[src/source/mini6502_pkg.sv]
package mini6502_pkg;

    typedef logic [7:0]  byte_t;
    typedef logic [15:0] addr_t;

    localparam addr_t RESET_PC  = 16'h0200;  // first opcode fetched after reset
    localparam byte_t ZERO_PAGE = 8'h00;     // high byte of every zero-page access

    typedef enum logic [2:0] {
        IMPLIED,
        IMMEDIATE,
        ZPG_READ,
        ZPG_WRITE,
        JUMP_ABS,
        BRANCH
    } addr_mode_e;

    typedef enum logic [2:0] {
        REG_A,
        REG_X,
        REG_Y,
        REG_MEM,   // byte on the read data bus
        REG_NONE
    } reg_sel_e;

    typedef enum logic [2:0] {
        ALU_PASS,
        ALU_ADC,
        ALU_SBC,
        ALU_AND,
        ALU_ORA,
        ALU_EOR,
        ALU_INC,
        ALU_DEC
    } alu_op_e;

    typedef enum logic [1:0] {
        COND_EQ,
        COND_NE,
        COND_CC,
        COND_CS
    } branch_cond_e;

    typedef enum logic [2:0] {
        S_FETCH,
        S_DECODE,
        S_OPERAND,
        S_ZPG,
        S_JMP_HI,
        S_JAM
    } state_e;

    typedef struct packed {
        addr_mode_e   mode;
        reg_sel_e     a_src;        // alu input a
        reg_sel_e     b_src;        // alu input b, also the store source
        reg_sel_e     dst;          // register written on execute
        alu_op_e      alu_op;
        branch_cond_e cond;
        logic         set_carry;    // sec
        logic         clear_carry;  // clc
        logic         sets_flags;   // take carry and zero from the alu
        logic         illegal;
    } ctrl_t;

endpackage

[src/source/mini6502_alu.sv]
`timescale 1ns/1ps

module mini6502_alu (
    input  mini6502_pkg::byte_t   i_a,
    input  mini6502_pkg::byte_t   i_b,
    input  logic                  i_carry,
    input  mini6502_pkg::alu_op_e i_op,
    output mini6502_pkg::byte_t   o_result,
    output logic                  o_carry,
    output logic                  o_zero
);

    logic [8:0] sum;  // carry out lives in bit 8

    always_comb begin
        sum      = 9'd0;
        o_result = i_b;      // pass by default
        o_carry  = i_carry;  // only add and subtract touch the carry
        case (i_op)
            mini6502_pkg::ALU_ADC: begin
                sum      = {1'b0, i_a} + {1'b0, i_b} + {8'd0, i_carry};
                o_result = sum[7:0];
                o_carry  = sum[8];
            end
            mini6502_pkg::ALU_SBC: begin
                // carry set means no borrow
                sum      = {1'b0, i_a} + {1'b0, ~i_b} + {8'd0, i_carry};
                o_result = sum[7:0];
                o_carry  = sum[8];
            end
            mini6502_pkg::ALU_AND: o_result = i_a & i_b;
            mini6502_pkg::ALU_ORA: o_result = i_a | i_b;
            mini6502_pkg::ALU_EOR: o_result = i_a ^ i_b;
            mini6502_pkg::ALU_INC: o_result = i_b + 8'd1;
            mini6502_pkg::ALU_DEC: o_result = i_b - 8'd1;
            default:               o_result = i_b;
        endcase
    end

    assign o_zero = (o_result == 8'h00);

endmodule

[src/source/mini6502_datapath.sv]
`timescale 1ns/1ps

module mini6502_datapath (
    input  logic                i_clk,
    input  logic                i_rst,
    input  mini6502_pkg::byte_t i_data,
    input  mini6502_pkg::ctrl_t i_ctrl,
    input  logic                i_exec,
    output mini6502_pkg::byte_t o_store_data,
    output logic                o_flag_c,
    output logic                o_flag_z
);

    mini6502_pkg::byte_t reg_a;
    mini6502_pkg::byte_t reg_x;
    mini6502_pkg::byte_t reg_y;
    mini6502_pkg::byte_t alu_a;
    mini6502_pkg::byte_t alu_b;
    mini6502_pkg::byte_t alu_result;
    logic                alu_carry;
    logic                alu_zero;

    function automatic mini6502_pkg::byte_t pick(input mini6502_pkg::reg_sel_e sel,
                                                 input mini6502_pkg::byte_t a,
                                                 input mini6502_pkg::byte_t x,
                                                 input mini6502_pkg::byte_t y,
                                                 input mini6502_pkg::byte_t mem);
        case (sel)
            mini6502_pkg::REG_A:   return a;
            mini6502_pkg::REG_X:   return x;
            mini6502_pkg::REG_Y:   return y;
            mini6502_pkg::REG_MEM: return mem;
            default:               return 8'h00;
        endcase
    endfunction

    assign alu_a        = pick(i_ctrl.a_src, reg_a, reg_x, reg_y, i_data);
    assign alu_b        = pick(i_ctrl.b_src, reg_a, reg_x, reg_y, i_data);
    assign o_store_data = alu_b;  // stores name their register as b

    mini6502_alu u_alu (
        .i_a      (alu_a),
        .i_b      (alu_b),
        .i_carry  (o_flag_c),
        .i_op     (i_ctrl.alu_op),
        .o_result (alu_result),
        .o_carry  (alu_carry),
        .o_zero   (alu_zero)
    );

    always_ff @(posedge i_clk) begin
        if (i_rst) begin
            reg_a    <= 8'h00;
            reg_x    <= 8'h00;
            reg_y    <= 8'h00;
            o_flag_c <= 1'b0;
            o_flag_z <= 1'b0;
        end else if (i_exec) begin
            case (i_ctrl.dst)
                mini6502_pkg::REG_A: reg_a <= alu_result;
                mini6502_pkg::REG_X: reg_x <= alu_result;
                mini6502_pkg::REG_Y: reg_y <= alu_result;
                default:             reg_a <= reg_a;
            endcase
            if (i_ctrl.sets_flags) begin
                o_flag_c <= alu_carry;  // unchanged except for adc and sbc
                o_flag_z <= alu_zero;
            end
            if (i_ctrl.set_carry) begin
                o_flag_c <= 1'b1;
            end else if (i_ctrl.clear_carry) begin
                o_flag_c <= 1'b0;
            end
        end
    end

endmodule

[src/source/mini6502_decode.sv]
`timescale 1ns/1ps

module mini6502_decode (
    input  mini6502_pkg::byte_t i_opcode,
    output mini6502_pkg::ctrl_t o_ctrl
);

    mini6502_pkg::addr_mode_e rd_mode;
    mini6502_pkg::reg_sel_e   low_reg;
    mini6502_pkg::alu_op_e    logic_op;

    function automatic mini6502_pkg::ctrl_t idle_ctrl();
        mini6502_pkg::ctrl_t c;
        c.mode        = mini6502_pkg::IMPLIED;
        c.a_src       = mini6502_pkg::REG_NONE;
        c.b_src       = mini6502_pkg::REG_NONE;
        c.dst         = mini6502_pkg::REG_NONE;
        c.alu_op      = mini6502_pkg::ALU_PASS;
        c.cond        = mini6502_pkg::COND_EQ;
        c.set_carry   = 1'b0;
        c.clear_carry = 1'b0;
        c.sets_flags  = 1'b0;
        c.illegal     = 1'b0;
        return c;
    endfunction

    // register move through the alu, flags follow the result
    function automatic mini6502_pkg::ctrl_t reg_op(input mini6502_pkg::addr_mode_e mode,
                                                   input mini6502_pkg::reg_sel_e   src,
                                                   input mini6502_pkg::reg_sel_e   dst,
                                                   input mini6502_pkg::alu_op_e    op);
        mini6502_pkg::ctrl_t c;
        c            = idle_ctrl();
        c.mode       = mode;
        c.b_src      = src;
        c.dst        = dst;
        c.alu_op     = op;
        c.sets_flags = 1'b1;
        return c;
    endfunction

    assign rd_mode = i_opcode[2] ? mini6502_pkg::ZPG_READ : mini6502_pkg::IMMEDIATE;

    // loads and stores name their register in bits 1:0
    assign low_reg = (i_opcode[1:0] == 2'b01) ? mini6502_pkg::REG_A :
                     i_opcode[1]              ? mini6502_pkg::REG_X : mini6502_pkg::REG_Y;

    always_comb begin
        case (i_opcode[7:5])
            3'b011:  logic_op = mini6502_pkg::ALU_ADC;
            3'b111:  logic_op = mini6502_pkg::ALU_SBC;
            3'b001:  logic_op = mini6502_pkg::ALU_AND;
            3'b010:  logic_op = mini6502_pkg::ALU_EOR;
            default: logic_op = mini6502_pkg::ALU_ORA;
        endcase
    end

    always_comb begin
        o_ctrl = idle_ctrl();
        case (i_opcode)
            8'hA9, 8'hA5, 8'hA2, 8'hA6, 8'hA0, 8'hA4: begin  // lda ldx ldy
                o_ctrl = reg_op(rd_mode, mini6502_pkg::REG_MEM, low_reg, mini6502_pkg::ALU_PASS);
            end
            8'h85, 8'h86, 8'h84: begin                       // sta stx sty
                o_ctrl.mode  = mini6502_pkg::ZPG_WRITE;
                o_ctrl.b_src = low_reg;
            end
            8'h69, 8'h65, 8'hE9, 8'hE5, 8'h29, 8'h25,
            8'h09, 8'h05, 8'h49, 8'h45: begin                // adc sbc and ora eor
                o_ctrl = reg_op(rd_mode, mini6502_pkg::REG_MEM, mini6502_pkg::REG_A, logic_op);
                o_ctrl.a_src = mini6502_pkg::REG_A;
            end
            8'h18: o_ctrl.clear_carry = 1'b1;                // clc
            8'h38: o_ctrl.set_carry   = 1'b1;                // sec
            8'hAA: o_ctrl = reg_op(mini6502_pkg::IMPLIED, mini6502_pkg::REG_A,
                                   mini6502_pkg::REG_X, mini6502_pkg::ALU_PASS);
            8'hA8: o_ctrl = reg_op(mini6502_pkg::IMPLIED, mini6502_pkg::REG_A,
                                   mini6502_pkg::REG_Y, mini6502_pkg::ALU_PASS);
            8'h8A: o_ctrl = reg_op(mini6502_pkg::IMPLIED, mini6502_pkg::REG_X,
                                   mini6502_pkg::REG_A, mini6502_pkg::ALU_PASS);
            8'h98: o_ctrl = reg_op(mini6502_pkg::IMPLIED, mini6502_pkg::REG_Y,
                                   mini6502_pkg::REG_A, mini6502_pkg::ALU_PASS);
            8'hE8: o_ctrl = reg_op(mini6502_pkg::IMPLIED, mini6502_pkg::REG_X,
                                   mini6502_pkg::REG_X, mini6502_pkg::ALU_INC);
            8'hC8: o_ctrl = reg_op(mini6502_pkg::IMPLIED, mini6502_pkg::REG_Y,
                                   mini6502_pkg::REG_Y, mini6502_pkg::ALU_INC);
            8'hCA: o_ctrl = reg_op(mini6502_pkg::IMPLIED, mini6502_pkg::REG_X,
                                   mini6502_pkg::REG_X, mini6502_pkg::ALU_DEC);
            8'h88: o_ctrl = reg_op(mini6502_pkg::IMPLIED, mini6502_pkg::REG_Y,
                                   mini6502_pkg::REG_Y, mini6502_pkg::ALU_DEC);
            8'h4C: o_ctrl.mode = mini6502_pkg::JUMP_ABS;
            8'hF0, 8'hD0, 8'h90, 8'hB0: begin
                o_ctrl.mode = mini6502_pkg::BRANCH;
                case (i_opcode[7:5])
                    3'b111:  o_ctrl.cond = mini6502_pkg::COND_EQ;  // beq
                    3'b110:  o_ctrl.cond = mini6502_pkg::COND_NE;  // bne
                    3'b100:  o_ctrl.cond = mini6502_pkg::COND_CC;  // bcc
                    default: o_ctrl.cond = mini6502_pkg::COND_CS;  // bcs
                endcase
            end
            default: o_ctrl.illegal = 1'b1;
        endcase
    end

endmodule

[src/source/mini6502_sequencer.sv]
`timescale 1ns/1ps

module mini6502_sequencer (
    input  logic                  i_clk,
    input  logic                  i_rst,
    input  mini6502_pkg::byte_t   i_data,
    input  mini6502_pkg::ctrl_t   i_ctrl,
    input  logic                  i_flag_c,
    input  logic                  i_flag_z,
    output mini6502_pkg::byte_t   o_opcode,
    output mini6502_pkg::addr_t   o_addr,
    output logic                  o_rw,
    output logic                  o_sync,
    output logic                  o_jam,
    output logic                  o_exec
);

    mini6502_pkg::state_e state;
    mini6502_pkg::addr_t  pc;
    mini6502_pkg::addr_t  branch_target;
    mini6502_pkg::byte_t  ir;
    mini6502_pkg::byte_t  operand;  // zero-page address or jump low byte
    logic                 taken;

    // the opcode is decoded straight off the bus in the cycle it arrives
    assign o_opcode = (state == mini6502_pkg::S_DECODE) ? i_data : ir;

    // pc already points past the offset byte
    assign branch_target = pc + {{8{i_data[7]}}, i_data};

    always_comb begin
        case (i_ctrl.cond)
            mini6502_pkg::COND_EQ: taken = i_flag_z;
            mini6502_pkg::COND_NE: taken = !i_flag_z;
            mini6502_pkg::COND_CC: taken = !i_flag_c;
            default:               taken = i_flag_c;
        endcase
    end

    always_comb begin
        o_addr = pc;
        o_rw   = 1'b1;
        o_sync = 1'b0;
        o_jam  = 1'b0;
        o_exec = 1'b0;
        case (state)
            mini6502_pkg::S_FETCH:   o_sync = 1'b1;
            mini6502_pkg::S_DECODE: begin
                o_exec = !i_ctrl.illegal && (i_ctrl.mode == mini6502_pkg::IMPLIED);
            end
            mini6502_pkg::S_OPERAND: begin
                if (i_ctrl.mode == mini6502_pkg::IMMEDIATE) begin
                    o_exec = 1'b1;
                end else if (i_ctrl.mode == mini6502_pkg::ZPG_READ ||
                             i_ctrl.mode == mini6502_pkg::ZPG_WRITE) begin
                    o_addr = {mini6502_pkg::ZERO_PAGE, i_data};
                    o_rw   = (i_ctrl.mode != mini6502_pkg::ZPG_WRITE);
                end
            end
            mini6502_pkg::S_ZPG: begin
                o_addr = {mini6502_pkg::ZERO_PAGE, operand};  // read data returns now
                o_exec = 1'b1;
            end
            mini6502_pkg::S_JAM:     o_jam = 1'b1;
            default:                 o_addr = pc;
        endcase
    end

    always_ff @(posedge i_clk) begin
        if (i_rst) begin
            state <= mini6502_pkg::S_FETCH;
            pc    <= mini6502_pkg::RESET_PC;
            ir    <= 8'h00;
        end else begin
            case (state)
                mini6502_pkg::S_FETCH: begin
                    pc    <= pc + 16'd1;
                    state <= mini6502_pkg::S_DECODE;
                end
                mini6502_pkg::S_DECODE: begin
                    ir <= i_data;
                    if (i_ctrl.illegal) begin
                        state <= mini6502_pkg::S_JAM;
                    end else if (i_ctrl.mode == mini6502_pkg::IMPLIED) begin
                        state <= mini6502_pkg::S_FETCH;
                    end else begin
                        pc    <= pc + 16'd1;  // step over the operand byte
                        state <= mini6502_pkg::S_OPERAND;
                    end
                end
                mini6502_pkg::S_OPERAND: begin
                    case (i_ctrl.mode)
                        mini6502_pkg::ZPG_READ: state <= mini6502_pkg::S_ZPG;
                        mini6502_pkg::JUMP_ABS: state <= mini6502_pkg::S_JMP_HI;
                        mini6502_pkg::BRANCH: begin
                            if (taken) begin
                                pc <= branch_target;
                            end
                            state <= mini6502_pkg::S_FETCH;
                        end
                        default:                state <= mini6502_pkg::S_FETCH;
                    endcase
                end
                mini6502_pkg::S_ZPG:     state <= mini6502_pkg::S_FETCH;
                mini6502_pkg::S_JMP_HI: begin
                    pc    <= {i_data, operand};
                    state <= mini6502_pkg::S_FETCH;
                end
                default:                 state <= mini6502_pkg::S_JAM;  // held until reset
            endcase
        end
    end

    always_ff @(posedge i_clk) begin
        if (state == mini6502_pkg::S_OPERAND) begin
            operand <= i_data;
        end
    end

endmodule

[src/source/mini6502_top.sv]
`timescale 1ns/1ps

module mini6502_top (
    input  logic                i_clk,
    input  logic                i_rst,
    input  mini6502_pkg::byte_t i_data,
    output mini6502_pkg::addr_t o_addr,
    output mini6502_pkg::byte_t o_dout,
    output logic                o_rw,
    output logic                o_sync,
    output logic                o_jam
);

    mini6502_pkg::byte_t opcode;
    mini6502_pkg::ctrl_t ctrl;
    logic                exec;
    logic                flag_c;
    logic                flag_z;

    mini6502_sequencer u_sequencer (
        .i_clk    (i_clk),
        .i_rst    (i_rst),
        .i_data   (i_data),
        .i_ctrl   (ctrl),
        .i_flag_c (flag_c),
        .i_flag_z (flag_z),
        .o_opcode (opcode),
        .o_addr   (o_addr),
        .o_rw     (o_rw),
        .o_sync   (o_sync),
        .o_jam    (o_jam),
        .o_exec   (exec)
    );

    mini6502_decode u_decode (
        .i_opcode (opcode),
        .o_ctrl   (ctrl)
    );

    mini6502_datapath u_datapath (
        .i_clk        (i_clk),
        .i_rst        (i_rst),
        .i_data       (i_data),
        .i_ctrl       (ctrl),
        .i_exec       (exec),
        .o_store_data (o_dout),
        .o_flag_c     (flag_c),
        .o_flag_z     (flag_z)
    );

endmodule

[config.mk]
export PLATFORM = sky130hd
export DESIGN_NAME = mini6502_top
export DESIGN_NICKNAME = d
export VERILOG_FILES = /design/src/source/mini6502_pkg.sv /design/src/source/mini6502_alu.sv /design/src/source/mini6502_datapath.sv /design/src/source/mini6502_decode.sv /design/src/source/mini6502_sequencer.sv /design/src/source/mini6502_top.sv
export SDC_FILE = /design/constraint.sdc
export NUM_CORES = 1
export LEC_CHECK = 0
export BUFFER_PORTS_ARGS = -buffer_cell sky130_fd_sc_hd__buf_2
export CAP_MARGIN = 20
export CORE_MARGIN = 1
export CORE_UTILIZATION = 35
export DETAILED_ROUTE_END_ITERATION = 16
export PLACE_DENSITY = 0.63
export SYNTH_ARGS = -nofsm -noshare
export SYNTH_HDL_FRONTEND = slang
export SYNTH_HIERARCHICAL = 1
export SYNTH_SLANG_ARGS = --single-unit
[constraint.sdc]
create_clock -name i_clk -period 5.5 [get_ports i_clk]
set_clock_uncertainty 0.05 [all_clocks]
set_input_delay 0.275 -clock i_clk [delete_from_list [all_inputs] [get_ports i_clk]]
set_output_delay 0.275 -clock i_clk [all_outputs]
set_load 0.01 [all_outputs]
==> impl_metrics.ini <==
[timing]
rsz0062_at_grt = yes
setup_viol_count_final = 0
timing.final.max_slew_violations = 0
timing.final.hold_violations = 0
min_period_over_period = 0.9722
finalCriticalPeriod_ps = 5347
timing.fmax_mhz = 187.0
timing_worst_slew_pin_value_ps = 989.7
max-slew-margin-rel = 0.3402

[setup_path]
required_ps = 5710
worstPathCellList = nor3b_4, buf_12, mux2_2, and2b_1, a32oi_2, a21boi_2, o32ai_4, mux4_2, nor2b_4, inv_1, fa_1, fa_1, nor2b_2, o311a_1, xnor2_1, a2111oi_2, nor3_2, o21ba_1, nor4b_2, nand3_1, a21oi_1
critPathSlowestCell = sky130_fd_sc_hd__fa_1
setup.worst_path.end_class = register
setup.worst_path.start_class = register
delay_of_the_slowest_critical_path_stage_ps = 440
crit_arrival_ps = 5550
critical_path_peak_fanout = 9
criticalPathCategory = register to register
crit_top_cell = sky130_fd_sc_hd__fa_1

[yosys]
ys.warnings.count = 6
synth.most_common_cell = sky130_fd_sc_hd__nor2_1
synth.distinct_cells = 89
average_size_of_a_mapped_cell_um2 = 8.022
yosys.area.top_type = sky130_fd_sc_hd__dfxtp_1
synth_edf_count = 8
synth_largest_type_area_fraction = 0.1655
synth.ff_latch_count = 61
synth.cell_area_mm2 = 0.006410
synth_async_sr_flop_share = 0
ys_dominant_reg_cell = sky130_fd_sc_hd__dfxtp_1
yosysSeqAreaShare = 0.2030
ys_top_cells_by_count = sky130_fd_sc_hd__nor2_1 (68), sky130_fd_sc_hd__nand2_1 (61), sky130_fd_sc_hd__a21oi_1 (55)
postSynthCellCount = 799
synth.top_cells.by_area = sky130_fd_sc_hd__dfxtp_1 (17%), sky130_fd_sc_hd__ha_1 (6.4%), sky130_fd_sc_hd__mux4_2 (6.0%)

[detailed_routing]
drcViolationCount = 0
dr.pass1.iters = 5
initialDrtViolationCount = 501
wirelength_mm = 19.36
detail_route.vias_per_cell = 5.834
postRouteAntennaNets = 0
detail_route.wl_per_cell_um = 17.94
num_vias = 6295

[clock_tree]
htree_levels = 3
tritoncts.num_buffers = 9
tritoncts = done
ctsLongestPathBuffers = 2
clk-insertion-delay-late_ps = 340
cts-root-buf = sky130_fd_sc_hd__clkbuf_16
clock_sinks = 61
clkSlewWorstSetupHoldPaths_ps = 60

[finish]
insertedDiodeCount = 0
final_layout_size_suffix_gt1_frac = 0.2224
layout.core_utilization = 0.4175
flow.area_growth_from_synthesis_pct = 17.00
total_area_of_multi_input_combinational_cells_mm2 = 0.004846
fillerInstances = 1804
final_cells = 1079
nNetsFinal = 893
sequential_cell_area_mm2 = 0.001301

[global_routing]
grt_antenna_before_repair = 0
grt_first_pass_wirelength_mm = 30.48
grt-ovfl-total = 0
number_of_global_route_vias_before_repair = 5681
grt_usage = 0.2071
grt_max_degree = 59

[placed_design]
gp_routability_congestion = 0.9025
post-place-cells = 1056
portBuffers = 36
dp.final_hpwl_mm = 13.81

[power_and_ir_drop]
pwr_density_cell_mw_per_mm2 = 266.6
total_leakage_power_uw = 0.002796
ir_drop_mv = 0.1743

[job]
maxCapViolCount = 0

[floorplan]
top_level_ports = 37
die_h_um = 137.3
design.core.area_mm2 = 0.01796
std_cell_rows = 49
die-width_um = 137.3
start_util = 0.3568
dieArea_mm2 = 0.01886

[status]
run_status = finished, final reports clean

[min_path]
hold_path.class = primary input to register
layout by cell type (no fill, tap or decap), drive strengths merged, types with 8 or more instances in the layout:
cell / Yosys / routed
nand2: 63 / 63
a22oi: 9 / 9
a21oi: 55 / 55
nor2: 69 / 69
dfxtp: 53 / 53
nand2b: 9 / 9
and2: 17 / 17
xnor2: 13 / 13
nor3b: 15 / 15
mux2: 12 / 12
edfxtp: 8 / 8
buf: 29 / 92
nor2b: 45 / 45
nor3: 28 / 28
ha: 33 / 33
or3: 9 / 9
inv: 34 / 35
mux2i: 29 / 29
nand3: 18 / 18
clkbuf: 29 / 10
mux4: 17 / 17
or4: 8 / 8
a31oi: 13 / 13
a211oi: 17 / 17
nor4: 11 / 11
o21ai: 33 / 33
repair_timing:
item | CTS | global route
setup buffers | 0 | 7
setup endpoints to repair | 0 | 14
endpoints found under the hold margin | 0 | 0
resized for setup | 0 | 27
hold buffers | 0 | 0
kinds of logic after synthesis:
| kind of cell | synth area share |
|---|---|
| XOR/XNOR | 0.02323 |
| AO/OA/AOI/OAI | 0.2067 |
| multiplexers | 0.1261 |
| flip-flops | 0.2030 |
| adder cells (fa/ha/maj) | 0.08003 |
| AND/OR/NAND/NOR | 0.2955 |
| buffers and inverters | 0.06480 |
| other | 0.0005850 |
final timing paths:
kind,from,slack [ps],to,cells after the start
setup reg to reg,u_sequencer/state[1],150,u_datapath/o_flag_z,21
hold reg to reg,u_datapath/reg_a[2],430,u_datapath/reg_a[2],2
setup / recovery,u_sequencer/state[1],150,u_datapath/o_flag_z,21
hold / removal,i_data[6],240,u_sequencer/operand[6],1
per-stage QoR:
stage	instance area (um^2)	setup TNS, ps	hold WS [ps]	power (uW)	setup slack [ps]
3_3_place_gp	7020	0	406.4	1343	110.2
4_1_cts	7338	0	222.4	1949	51.67
3_5_place_dp	7020	0	410.1	1345	90.08
6_report	7500	0	236.8	2000	153.2
2_1_floorplan	6442	0	323.9	1110	2.628
5_1_grt	7500	-173.2	235.5	2111	-132.6
state kept, by name, summed over array words and instances, names as in the netlist:
register             cells
u_datapath/o_flag_c      1
u_datapath/o_flag_z      1
u_datapath/reg_a         8
u_datapath/reg_x         8
u_datapath/reg_y         8
u_sequencer/ir           8
u_sequencer/operand      8
u_sequencer/pc          16
u_sequencer/state        3
final cells by class:
class	instances	area share
tap	229	0.03820
multi-input combinational	646	0.6461
timing repair buffer	92	0.08225
clock inverter	6	0.009009
sequential	61	0.1735
inverter	35	0.01752
clock buffer	10	0.03337
layer usage:
metal / vias up / part of all wire / GRT usage / wire length [um]
met4: 0 / 0.019 / 0.06471 / 371
met5: - / 0 / 0 / 0
met3: 28 / 0.058 / 0.03201 / 1121
met1: 3028 / 0.45 / 0.2883 / 8772
li1: 3037 / - / - / -
met2: 202 / 0.47 / 0.3263 / 9095
where the power goes:
| part | leakage (uW) | internal (uW) | switching [uW] |
|---|---|---|---|
| Combinational | 0.00214 | 363 | 496 |
| Sequential | 0.000503 | 490 | 48.2 |
| Clock | 0.000150 | 380 | 223 |
| Total | 0.00280 | 1230 | 767 |
critical path: cells and delay by family, from the launching register on:
| kind | cells | cell delay [ps] |
|---|---|---|
| DFF | 1 | 330 |
| adders and majority gates | 2 | 870 |
| xor gates and xnor gates | 1 | 100 |
| and+or+nand+nor | 7 | 1230 |
| buffers and inverters | 2 | 250 |
| muxes | 2 | 760 |
| AOI/OAI and AO/OA | 7 | 1670 |
Power figures use the tool's default switching activity.
